--- src/hw/tile_dma_pkg.sv ---
/*
 * tile dma package
 * element sizes, vector types, fetch encodings and the structs
 * passed between the decoder, sequencer, address generator and issuer
 */
package tile_dma_pkg;

    // --------------------
    // element sizes
    // --------------------
    // ifmap and weight elements
    localparam int DATA_BYTES = 1;
    // bias kept at psum width
    localparam int PSUM_BYTES = 2;
    // 3x3 depthwise kernel
    localparam int KERNEL_TAPS = 9;

    // --------------------
    // vector types
    // --------------------
    // dimension or tile index
    typedef logic [6:0] dim_t;
    // dram byte address
    typedef logic [31:0] addr_t;
    // burst length or stride in bytes
    typedef logic [15:0] len_t;
    // burst repeat count
    typedef logic [7:0] cnt_t;

    typedef enum logic [1:0] {
        PW = 2'd0,
        DW = 2'd1
    } layer_type_t;

    typedef enum logic [1:0] {
        FETCH_IFMAP  = 2'd0,
        FETCH_WEIGHT = 2'd1,
        FETCH_BIAS   = 2'd2
    } fetch_kind_t;

    // --------------------
    // structs
    // --------------------
    // layer descriptor from software
    typedef struct packed {
        layer_type_t layer_type;
        dim_t        in_r;
        dim_t        in_c;
        dim_t        in_d;
        dim_t        out_k;
        dim_t        tile_r;
        dim_t        tile_d;
        dim_t        tile_k;
        addr_t       base_ifmap;
        addr_t       base_weight;
        addr_t       base_bias;
    } layer_cfg_t;

    // one tile, origins plus clipped extents
    typedef struct packed {
        fetch_kind_t kind;
        dim_t        r0;
        dim_t        d0;
        dim_t        k0;
        dim_t        rows;
        dim_t        chans;
        dim_t        filts;
    } tile_coord_t;

    // count bursts of len bytes, stride bytes apart
    typedef struct packed {
        addr_t addr;
        len_t  len;
        len_t  stride;
        cnt_t  count;
    } dma_cmd_t;

endpackage
--- src/hw/tile_dma_top.sv ---
`timescale 1ns/10ps
/*
 * tile dma fetch unit top
 * decoder, loop sequencer, address generator and command issuer
 */
module tile_dma_top (
    input  logic                      clk,
    input  logic                      rst,
    input  logic                      start,
    input  tile_dma_pkg::layer_cfg_t  cfg,
    input  tile_dma_pkg::fetch_kind_t kind,
    input  logic                      dma_busy,
    output logic                      busy,
    output logic                      done,
    output logic                      cfg_error,
    output logic                      dma_cmd_valid,
    output tile_dma_pkg::dma_cmd_t    dma_cmd
);

    logic                      cfg_load;
    tile_dma_pkg::layer_cfg_t  cfg_q;
    tile_dma_pkg::fetch_kind_t kind_q;
    logic                      coord_valid;
    tile_dma_pkg::tile_coord_t coord;
    logic                      coord_last;
    logic                      cmd_in_valid;
    tile_dma_pkg::dma_cmd_t    cmd_in;
    logic                      cmd_in_last;
    logic                      stall;

    // --------------------
    // decode
    // --------------------
    layer_cfg_decoder i_layer_cfg_decoder (
        .clk       (clk),
        .rst       (rst),
        .start     (start),
        .cfg       (cfg),
        .kind      (kind),
        .done      (done),
        .busy      (busy),
        .cfg_error (cfg_error),
        .cfg_load  (cfg_load),
        .cfg_q     (cfg_q),
        .kind_q    (kind_q)
    );

    // --------------------
    // execute
    // --------------------
    tile_loop_sequencer i_tile_loop_sequencer (
        .clk         (clk),
        .rst         (rst),
        .cfg_load    (cfg_load),
        .cfg         (cfg_q),
        .kind        (kind_q),
        .stall       (stall),
        .coord_valid (coord_valid),
        .coord       (coord),
        .coord_last  (coord_last)
    );

    dma_addr_generator i_dma_addr_generator (
        .clk          (clk),
        .rst          (rst),
        .coord_valid  (coord_valid),
        .coord        (coord),
        .coord_last   (coord_last),
        .cfg          (cfg_q),
        .stall        (stall),
        .cmd_in_valid (cmd_in_valid),
        .cmd_in       (cmd_in),
        .cmd_in_last  (cmd_in_last)
    );

    // --------------------
    // result
    // --------------------
    dma_cmd_issuer i_dma_cmd_issuer (
        .clk           (clk),
        .rst           (rst),
        .cmd_in_valid  (cmd_in_valid),
        .cmd_in        (cmd_in),
        .cmd_in_last   (cmd_in_last),
        .dma_busy      (dma_busy),
        .stall         (stall),
        .dma_cmd_valid (dma_cmd_valid),
        .dma_cmd       (dma_cmd),
        .done          (done)
    );

endmodule

--- src/hw/dma_cmd_issuer.sv ---
`timescale 1ns/10ps
/*
 * dma command issuer
 * two-entry command FIFO, strobes the head out while the DMA is idle
 * and pulses done after the last command
 */
module dma_cmd_issuer (
    input  logic                   clk,
    input  logic                   rst,
    input  logic                   cmd_in_valid,
    input  tile_dma_pkg::dma_cmd_t cmd_in,
    input  logic                   cmd_in_last,
    input  logic                   dma_busy,
    output logic                   stall,
    output logic                   dma_cmd_valid,
    output tile_dma_pkg::dma_cmd_t dma_cmd,
    output logic                   done
);

    tile_dma_pkg::dma_cmd_t fifo_cmd [2];
    logic [1:0]             fifo_last;
    logic                   wr_ptr;
    logic                   rd_ptr;
    logic [1:0]             count;
    logic [1:0]             count_next;
    logic                   wr_en;
    logic                   rd_en;
    logic                   issued_last;

    // stall mirrors a full buffer
    assign wr_en = cmd_in_valid && !stall;
    // idle DMA plus one gap cycle after each strobe
    assign rd_en = (count != 2'd0) && !dma_busy && !dma_cmd_valid;

    always_comb begin
        count_next = count;
        unique case ({wr_en, rd_en})
            2'b10:   count_next = count + 2'd1;
            2'b01:   count_next = count - 2'd1;
            default: ;
        endcase
    end

    // --------------------
    // control
    // --------------------
    always_ff @(posedge clk) begin
        if (rst) begin
            count         <= 2'd0;
            wr_ptr        <= 1'b0;
            rd_ptr        <= 1'b0;
            stall         <= 1'b0;
            dma_cmd_valid <= 1'b0;
            issued_last   <= 1'b0;
            done          <= 1'b0;
        end else begin
            count         <= count_next;
            // high once an arrival takes the last slot
            stall         <= (count_next == 2'd2);
            wr_ptr        <= wr_ptr ^ wr_en;
            rd_ptr        <= rd_ptr ^ rd_en;
            dma_cmd_valid <= rd_en;
            if (rd_en) begin
                issued_last <= fifo_last[rd_ptr];
            end
            // cycle after the last strobe
            done <= dma_cmd_valid && issued_last;
        end
    end

    // storage and held output command
    always_ff @(posedge clk) begin
        if (wr_en) begin
            fifo_cmd[wr_ptr]  <= cmd_in;
            fifo_last[wr_ptr] <= cmd_in_last;
        end
        if (rd_en) begin
            dma_cmd <= fifo_cmd[rd_ptr];
        end
    end

    // DMA raises busy only after a strobe
    assert property (@(posedge clk) disable iff (rst) dma_cmd_valid |-> !dma_busy);

    // full buffer, generator keeps its command until a slot frees
    assert property (@(posedge clk) disable iff (rst)
        (cmd_in_valid && count == 2'd2) |=> cmd_in_valid && $stable(cmd_in));

endmodule

--- src/hw/dma_addr_generator.sv ---
`timescale 1ns/10ps
/*
 * dma address generator
 * one registered stage mapping a tile coordinate to a 2d dma read,
 * with the row halo for depthwise ifmap tiles
 */
module dma_addr_generator (
    input  logic                      clk,
    input  logic                      rst,
    input  logic                      coord_valid,
    input  tile_dma_pkg::tile_coord_t coord,
    input  logic                      coord_last,
    input  tile_dma_pkg::layer_cfg_t  cfg,
    input  logic                      stall,
    output logic                      cmd_in_valid,
    output tile_dma_pkg::dma_cmd_t    cmd_in,
    output logic                      cmd_in_last
);

    tile_dma_pkg::addr_t    elem_b;
    tile_dma_pkg::addr_t    plane;
    tile_dma_pkg::dim_t     first_row;
    tile_dma_pkg::dim_t     end_row;
    tile_dma_pkg::dim_t     last_row;
    tile_dma_pkg::dim_t     row0;
    tile_dma_pkg::dim_t     nrows;
    tile_dma_pkg::dim_t     bias_elems;
    logic                   is_dw;
    tile_dma_pkg::dma_cmd_t cmd_next;

    assign is_dw  = (cfg.layer_type == tile_dma_pkg::DW);
    assign elem_b = tile_dma_pkg::addr_t'(tile_dma_pkg::DATA_BYTES);
    // bytes per ifmap channel
    assign plane  = tile_dma_pkg::addr_t'(cfg.in_r) * tile_dma_pkg::addr_t'(cfg.in_c) * elem_b;

    // --------------------
    // dw halo
    // --------------------
    // one row above, clamped at the top edge
    assign first_row = (coord.r0 == '0) ? '0 : coord.r0 - 7'd1;
    // one row below, clamped at the bottom edge
    assign end_row   = coord.r0 + coord.rows;
    assign last_row  = (end_row > cfg.in_r - 7'd1) ? cfg.in_r - 7'd1 : end_row;

    assign row0  = is_dw ? first_row : coord.r0;
    assign nrows = is_dw ? (last_row - first_row + 7'd1) : coord.rows;

    assign bias_elems = is_dw ? cfg.in_d : cfg.out_k;

    always_comb begin
        cmd_next = '0;
        unique case (coord.kind)
            tile_dma_pkg::FETCH_IFMAP: begin
                cmd_next.addr   = cfg.base_ifmap + tile_dma_pkg::addr_t'(coord.d0) * plane +
                                  tile_dma_pkg::addr_t'(row0) *
                                  tile_dma_pkg::addr_t'(cfg.in_c) * elem_b;
                cmd_next.len    = tile_dma_pkg::len_t'(tile_dma_pkg::addr_t'(nrows) *
                                  tile_dma_pkg::addr_t'(cfg.in_c) * elem_b);
                cmd_next.stride = tile_dma_pkg::len_t'(plane);
                cmd_next.count  = tile_dma_pkg::cnt_t'(coord.chans);
            end
            tile_dma_pkg::FETCH_WEIGHT: begin
                if (is_dw) begin
                    // [d][9], whole kernels per channel
                    cmd_next.addr  = cfg.base_weight + tile_dma_pkg::addr_t'(coord.d0) *
                                     tile_dma_pkg::addr_t'(tile_dma_pkg::KERNEL_TAPS) * elem_b;
                    cmd_next.len   = tile_dma_pkg::len_t'(tile_dma_pkg::addr_t'(coord.chans) *
                                     tile_dma_pkg::addr_t'(tile_dma_pkg::KERNEL_TAPS) * elem_b);
                    cmd_next.count = 8'd1;
                end else begin
                    // [k][d], one burst per filter
                    cmd_next.addr   = cfg.base_weight + (tile_dma_pkg::addr_t'(coord.k0) *
                                      tile_dma_pkg::addr_t'(cfg.in_d) +
                                      tile_dma_pkg::addr_t'(coord.d0)) * elem_b;
                    cmd_next.len    = tile_dma_pkg::len_t'(tile_dma_pkg::addr_t'(coord.chans) *
                                      elem_b);
                    cmd_next.stride = tile_dma_pkg::len_t'(tile_dma_pkg::addr_t'(cfg.in_d) *
                                      elem_b);
                    cmd_next.count  = tile_dma_pkg::cnt_t'(coord.filts);
                end
            end
            tile_dma_pkg::FETCH_BIAS: begin
                cmd_next.addr  = cfg.base_bias;
                cmd_next.len   = tile_dma_pkg::len_t'(bias_elems) *
                                 tile_dma_pkg::len_t'(tile_dma_pkg::PSUM_BYTES);
                cmd_next.count = 8'd1;
            end
            default: ;
        endcase
    end

    // stage frozen while the issuer is full
    always_ff @(posedge clk) begin
        if (rst) begin
            cmd_in_valid <= 1'b0;
        end else if (!stall) begin
            cmd_in_valid <= coord_valid;
        end
    end

    always_ff @(posedge clk) begin
        if (!stall) begin
            cmd_in      <= cmd_next;
            cmd_in_last <= coord_last;
        end
    end

endmodule

--- src/hw/tile_loop_sequencer.sv ---
`timescale 1ns/10ps
/*
 * tile loop sequencer
 * walks the tile loops picked by fetch kind and layer type and
 * emits one clipped tile coordinate per cycle unless stalled
 */
module tile_loop_sequencer (
    input  logic                      clk,
    input  logic                      rst,
    input  logic                      cfg_load,
    input  tile_dma_pkg::layer_cfg_t  cfg,
    input  tile_dma_pkg::fetch_kind_t kind,
    input  logic                      stall,
    output logic                      coord_valid,
    output tile_dma_pkg::tile_coord_t coord,
    output logic                      coord_last
);

    typedef enum logic [1:0] {
        IDLE,
        RUN,
        FINISH
    } state_t;

    state_t             state;
    tile_dma_pkg::dim_t r0;
    tile_dma_pkg::dim_t d0;
    tile_dma_pkg::dim_t k0;
    tile_dma_pkg::dim_t rem_r;
    tile_dma_pkg::dim_t rem_d;
    tile_dma_pkg::dim_t rem_k;
    logic               r_last;
    logic               d_last;
    logic               k_last;
    logic               pw_weight;
    logic               tile_last;

    // --------------------
    // clipping
    // --------------------
    assign rem_r = cfg.in_r - r0;
    assign rem_d = cfg.in_d - d0;
    assign rem_k = cfg.out_k - k0;

    // tile reaches the end of its dimension
    assign r_last = (rem_r <= cfg.tile_r);
    assign d_last = (rem_d <= cfg.tile_d);
    assign k_last = (rem_k <= cfg.tile_k);

    assign pw_weight = (kind == tile_dma_pkg::FETCH_WEIGHT) &&
                       (cfg.layer_type == tile_dma_pkg::PW);

    always_comb begin
        unique case (kind)
            tile_dma_pkg::FETCH_IFMAP:  tile_last = r_last && d_last;
            tile_dma_pkg::FETCH_WEIGHT: tile_last = pw_weight ? (d_last && k_last) : d_last;
            // bias is one step
            default:                    tile_last = 1'b1;
        endcase
    end

    // --------------------
    // loop FSM
    // --------------------
    always_ff @(posedge clk) begin
        if (rst) begin
            state       <= IDLE;
            coord_valid <= 1'b0;
            coord_last  <= 1'b0;
            r0          <= '0;
            d0          <= '0;
            k0          <= '0;
        end else begin
            unique case (state)
                IDLE: begin
                    if (cfg_load) begin
                        r0    <= '0;
                        d0    <= '0;
                        k0    <= '0;
                        state <= RUN;
                    end
                end
                RUN: begin
                    if (!stall) begin
                        coord_valid <= 1'b1;
                        coord_last  <= tile_last;
                        if (tile_last) begin
                            state <= FINISH;
                        end else if (kind == tile_dma_pkg::FETCH_IFMAP) begin
                            // rows inner, channels outer
                            if (r_last) begin
                                r0 <= '0;
                                d0 <= d0 + cfg.tile_d;
                            end else begin
                                r0 <= r0 + cfg.tile_r;
                            end
                        end else if (pw_weight) begin
                            // channels inner, filters outer
                            if (d_last) begin
                                d0 <= '0;
                                k0 <= k0 + cfg.tile_k;
                            end else begin
                                d0 <= d0 + cfg.tile_d;
                            end
                        end else begin
                            d0 <= d0 + cfg.tile_d;
                        end
                    end
                end
                FINISH: begin
                    // last tile taken downstream
                    if (!stall) begin
                        coord_valid <= 1'b0;
                        coord_last  <= 1'b0;
                        state       <= IDLE;
                    end
                end
                default: state <= IDLE;
            endcase
        end
    end

    always_ff @(posedge clk) begin
        if (state == RUN && !stall) begin
            coord.kind  <= kind;
            coord.r0    <= r0;
            coord.d0    <= d0;
            coord.k0    <= k0;
            coord.rows  <= r_last ? rem_r : cfg.tile_r;
            coord.chans <= d_last ? rem_d : cfg.tile_d;
            coord.filts <= k_last ? rem_k : cfg.tile_k;
        end
    end

    // origins stay inside the latched layer
    assert property (@(posedge clk) disable iff (rst)
        coord_valid |-> (coord.r0 < cfg.in_r) && (coord.d0 < cfg.in_d));

endmodule

--- src/hw/layer_cfg_decoder.sv ---
`timescale 1ns/10ps
/*
 * layer config decoder
 * checks the descriptor on start, latches it with the fetch kind
 * and holds busy until the issuer reports done
 */
module layer_cfg_decoder (
    input  logic                      clk,
    input  logic                      rst,
    input  logic                      start,
    input  tile_dma_pkg::layer_cfg_t  cfg,
    input  tile_dma_pkg::fetch_kind_t kind,
    input  logic                      done,
    output logic                      busy,
    output logic                      cfg_error,
    output logic                      cfg_load,
    output tile_dma_pkg::layer_cfg_t  cfg_q,
    output tile_dma_pkg::fetch_kind_t kind_q
);

    logic accept;
    logic bad_tile;
    logic bad_kdim;
    logic good;

    // start during a fetch is dropped
    assign accept = start && !busy;

    // row and channel tiles must be nonzero and fit the input
    assign bad_tile = (cfg.tile_r == '0) || (cfg.tile_d == '0) ||
                      (cfg.tile_r > cfg.in_r) || (cfg.tile_d > cfg.in_d);

    // filter tile only walked by pw weight fetches
    assign bad_kdim = (kind == tile_dma_pkg::FETCH_WEIGHT) &&
                      (cfg.layer_type == tile_dma_pkg::PW) &&
                      ((cfg.tile_k == '0) || (cfg.tile_k > cfg.out_k));

    assign good = accept && !(bad_tile || bad_kdim);

    always_ff @(posedge clk) begin
        if (rst) begin
            busy      <= 1'b0;
            cfg_error <= 1'b0;
            cfg_load  <= 1'b0;
        end else begin
            cfg_error <= accept && !good;
            cfg_load  <= good;
            // busy rises with cfg_load, falls after done
            if (good) begin
                busy <= 1'b1;
            end else if (done) begin
                busy <= 1'b0;
            end
        end
    end

    // descriptor held for the whole fetch
    always_ff @(posedge clk) begin
        if (good) begin
            cfg_q  <= cfg;
            kind_q <= kind;
        end
    end

    // done only closes an accepted fetch
    assert property (@(posedge clk) disable iff (rst) done |-> busy);

endmodule

--- config.mk ---
export PLATFORM = sky130hd
export DESIGN_NAME = tile_dma_top
export DESIGN_NICKNAME = d
export VERILOG_FILES = /design/src/hw/tile_dma_pkg.sv /design/src/hw/tile_dma_top.sv /design/src/hw/dma_cmd_issuer.sv /design/src/hw/dma_addr_generator.sv /design/src/hw/tile_loop_sequencer.sv /design/src/hw/layer_cfg_decoder.sv
export SDC_FILE = /design/constraint.sdc
export NUM_CORES = 2
export LEC_CHECK = 0
export BUFFER_PORTS_ARGS = -buffer_cell sky130_fd_sc_hd__buf_4
export CAP_MARGIN = 20
export CORE_ASPECT_RATIO = 0.8
export CORE_MARGIN = 3
export CORE_UTILIZATION = 51
export CTS_BUF_LIST = sky130_fd_sc_hd__clkbuf_4
export DETAILED_ROUTE_END_ITERATION = 8
export PLACE_DENSITY = 0.79
export SKIP_CTS_REPAIR_TIMING = 1
export SYNTH_ARGS = -nofsm -noshare
export SYNTH_HDL_FRONTEND = slang
export SYNTH_SLANG_ARGS = --single-unit
--- constraint.sdc ---
create_clock -name clk -period 13.1 [get_ports clk]
set_input_delay 1.965 -clock clk [delete_from_list [all_inputs] [get_ports clk]]
set_output_delay 1.965 -clock clk [all_outputs]
set_load 0.02 [all_outputs]
==> out/results.md <==
* run status: finished, final reports clean
* remaining max-slew budget at the tightest pin: 28.9%
* dominant register cell in the synthesized netlist: sky130_fd_sc_hd__edfxtp_1
* worst-path cell with the longest stage delay: sky130_fd_sc_hd__edfxtp_1
* classification of the worst-slack hold path: reg2reg
* Die X-Extent: 296 um
* global-route congestion overflow total: 0
* CP max stage delay: 0.66 ns
* Die Footprint: 0.0706 mm^2
* post-DR wirelength/cell: 19.8 um
* Unique masters post-synth: 78
* Min Clock Period, post-route: 12.43 ns
* Synth Cell Area: 0.0344 mm^2
* total global routing track utilization: 24.0%
* maximum number of pins on one net before global-route repair: 66
* area of the core: 0.0662 mm^2
* final count of negative-setup-slack endpoints: 0
* crit path max fanout: 21
* IO buf count: 223
* top cell types by occurrence after synthesis: 464 x sky130_fd_sc_hd__edfxtp_1, 364 x sky130_fd_sc_hd__inv_1, 363 x sky130_fd_sc_hd__ha_1
* synthesis-to-layout area growth: 12.6%
* clk_skew: 0.0904 ns
* fraction of registers with async set/reset: 0%
* Hold Vio Cnt, Final: 0
* number of cell rows: 84
* maximum clock rate: 80.4 MHz
* top-count cell post-synth: sky130_fd_sc_hd__edfxtp_1
* number of slew-limit violations in the final report: 0
* cell seen most often among critical-path stages: sky130_fd_sc_hd__fa_1
* first-pass detailed-route iteration total: 8
* mean instance size in the synthesized netlist: 11.4 um^2
* transition time at the pin with the least slew margin: 1.06 ns
* boundary pin count: 229
* GP Congestion: 0.945
* synthesized netlist cell count: 3013
* number of enable-type register cells in the synthesized netlist: 464
* period utilization: 94.9%
* H-tree levels: 3
* wire length of the first global-routing pass: 130 mm
* total routed wirelength: 84.3 mm
* number of global-route vias before repair: 23.3k
* clock buffer count from CTS: 117
* clock insertion delay at the later pin of the skew report: 0.95 ns
* Layout Nets: 4023
* portion of the post-synthesis area used by sequential elements: 42.6%
* arrival time reported for the critical path endpoint: 13.10 ns
* Vert. Die Dim: 238 um
* kind of capture point of the worst setup path: flop
* clock buffer depth: 3
* clk slew on worst S/H paths: 0.08 ns
* Worst Path Required: 13.77 ns
* share of the synthesized area in the top cell type: 40.5%
* launching element type of the critical path: flop
* effective utilization at floorplan: 52.0%
* type of the worst setup path: reg2reg
* most area-consuming cells after synthesis: sky130_fd_sc_hd__edfxtp_1 40%, sky130_fd_sc_hd__ha_1 13%, sky130_fd_sc_hd__fa_1 12%, sky130_fd_sc_hd__inv_1 4.0%, sky130_fd_sc_hd__and2_1 3.2%
* flip-flop and latch count after synthesis: 501
* RSZ-0062 raised after global routing: no
* synth warn: 0
* leading area contributor after synthesis: sky130_fd_sc_hd__edfxtp_1
* ratio of cells with drive above 1 in the final layout: 16.1%
* CTS tree: yes
* initial antenna violation count: 3
* 1st-iter DRT viols: 1752
* Max Cap Violations: 0
* remaining design rule violation count: 0
* via count of the routed design: 23.5k
* Clock Tree Root: sky130_fd_sc_hd__clkbuf_4
* DP HPWL: 65.2 mm
* Avg Vias per Cell: 5.52
* Num Clock Sinks: 501
* Setup Total Neg Slack: 0 ns
* antenna viol nets, final: 0
* filler cell count in the final layout: 5437
* FF-to-FF setup slack: 0.67 ns
==> per-stage QoR <==
step                hold slack, ns  cells  util, %  worst slack, ns  instance area [um^2]
detailed placement           0.430   4045     56.0            0.741                 37100
finish                       0.435   4265     58.5            0.669                 38800
global route                 0.440   4265     58.5           0.0636                 38800
CTS                          0.431   4262     58.5            0.712                 38700
floorplan                    0.416   3017        -             2.04                 34400
global placement             0.423   4045     56.0             1.05                 37100
==> critical path: cells and delay by family (launching register included) <==
family | cells | cell delay (ns)
AOI/OAI and AO/OA | 10 | 1.98
xor gates and xnor gates | 2 | 0.73
adders and majority gates | 15 | 6.51
buffers and inverters | 7 | 0.35
DFF | 1 | 0.66
and+or+nand+nor | 8 | 1.93
==> worst paths after layout <==
path                                                                     from                                             to  cells after the start
worst min-delay path            i_dma_addr_generator.cmd_in[50]$_SDFFCE_PN0N_     i_dma_cmd_issuer.fifo_cmd[1][47]$_DFFE_PP_                      0
worst min register to register  i_dma_addr_generator.cmd_in[50]$_SDFFCE_PN0N_     i_dma_cmd_issuer.fifo_cmd[1][47]$_DFFE_PP_                      0
worst max-delay path                 i_layer_cfg_decoder.cfg_q[132]$_DFFE_PP_  i_dma_addr_generator.cmd_in[70]$_SDFFCE_PN0N_                     42
worst max register to register       i_layer_cfg_decoder.cfg_q[132]$_DFFE_PP_  i_dma_addr_generator.cmd_in[70]$_SDFFCE_PN0N_                     42
==> registers in the layout, summed over array words and instances, names as in the netlist, 7 cells and up <==
register                     count
i_layer_cfg_decoder.cfg_q      147
i_dma_cmd_issuer.fifo_cmd      134
i_dma_addr_generator.cmd_in     67
i_dma_cmd_issuer.dma_cmd        67
i_tile_loop_sequencer.coord     44
i_tile_loop_sequencer.d0         7
i_tile_loop_sequencer.k0         7
i_tile_loop_sequencer.r0         7
==> area by class of cell <==
cell class | instances | area, um^2 | area share [%]
multi-input cells | 2067 | 18100 | 46.7
clock buffers | 180 | 1350 | 3.49
inverters | 364 | 1370 | 3.53
diodes | 3 | 7.51 | 0.0194
clock inverters | 37 | 284 | 0.733
well taps | 860 | 1080 | 2.78
flip-flops and latches | 501 | 14700 | 37.9
repair buffers | 253 | 1900 | 4.90
==> per-layer routing <==
layer | share of wire (%) | GRT usage [%] | wire length, um
met2 | 43 | 35.8 | 36500
met1 | 44 | 33.7 | 37300
met5 | 0 | 0 | 0
met3 | 9.6 | 7.26 | 8120
met4 | 2.9 | 7.92 | 2480
==> logic make-up (layout without fill, tap and decap cells) <==
logic type	after synthesis	count (layout)	synth area share (%)
AND/OR/NAND/NOR	747	747	11.1
XOR/XNOR	160	160	4.07
adder cells (fa/ha/maj)	566	566	25.0
flip-flops	501	501	42.6
multiplexers	90	90	2.88
AO/OA/AOI/OAI	499	499	9.28
buffers and inverters	449	834	4.96
other	1	8	0.0109
==> layout by cell type (no fill, tap or decap), types with 37 or more instances in the layout <==
master	netlist	layout
sky130_fd_sc_hd__nand3_1	37	37
sky130_fd_sc_hd__clkbuf_4	0	180
sky130_fd_sc_hd__a21o_1	56	56
sky130_fd_sc_hd__nand2_1	204	204
sky130_fd_sc_hd__ha_1	363	361
sky130_fd_sc_hd__nor2_1	120	118
sky130_fd_sc_hd__xnor2_1	102	102
sky130_fd_sc_hd__xor2_1	58	58
sky130_fd_sc_hd__and2_1	178	178
sky130_fd_sc_hd__inv_1	364	363
sky130_fd_sc_hd__fa_1	203	203
sky130_fd_sc_hd__edfxtp_1	464	464
sky130_fd_sc_hd__nor2b_1	72	71
sky130_fd_sc_hd__mux2_2	71	71
sky130_fd_sc_hd__buf_4	5	253
sky130_fd_sc_hd__a21oi_1	149	149
sky130_fd_sc_hd__o21ai_0	107	107
Power is not shown: default switching activity piles up to over one toggle a cycle in this logic, so the estimate is an artifact.
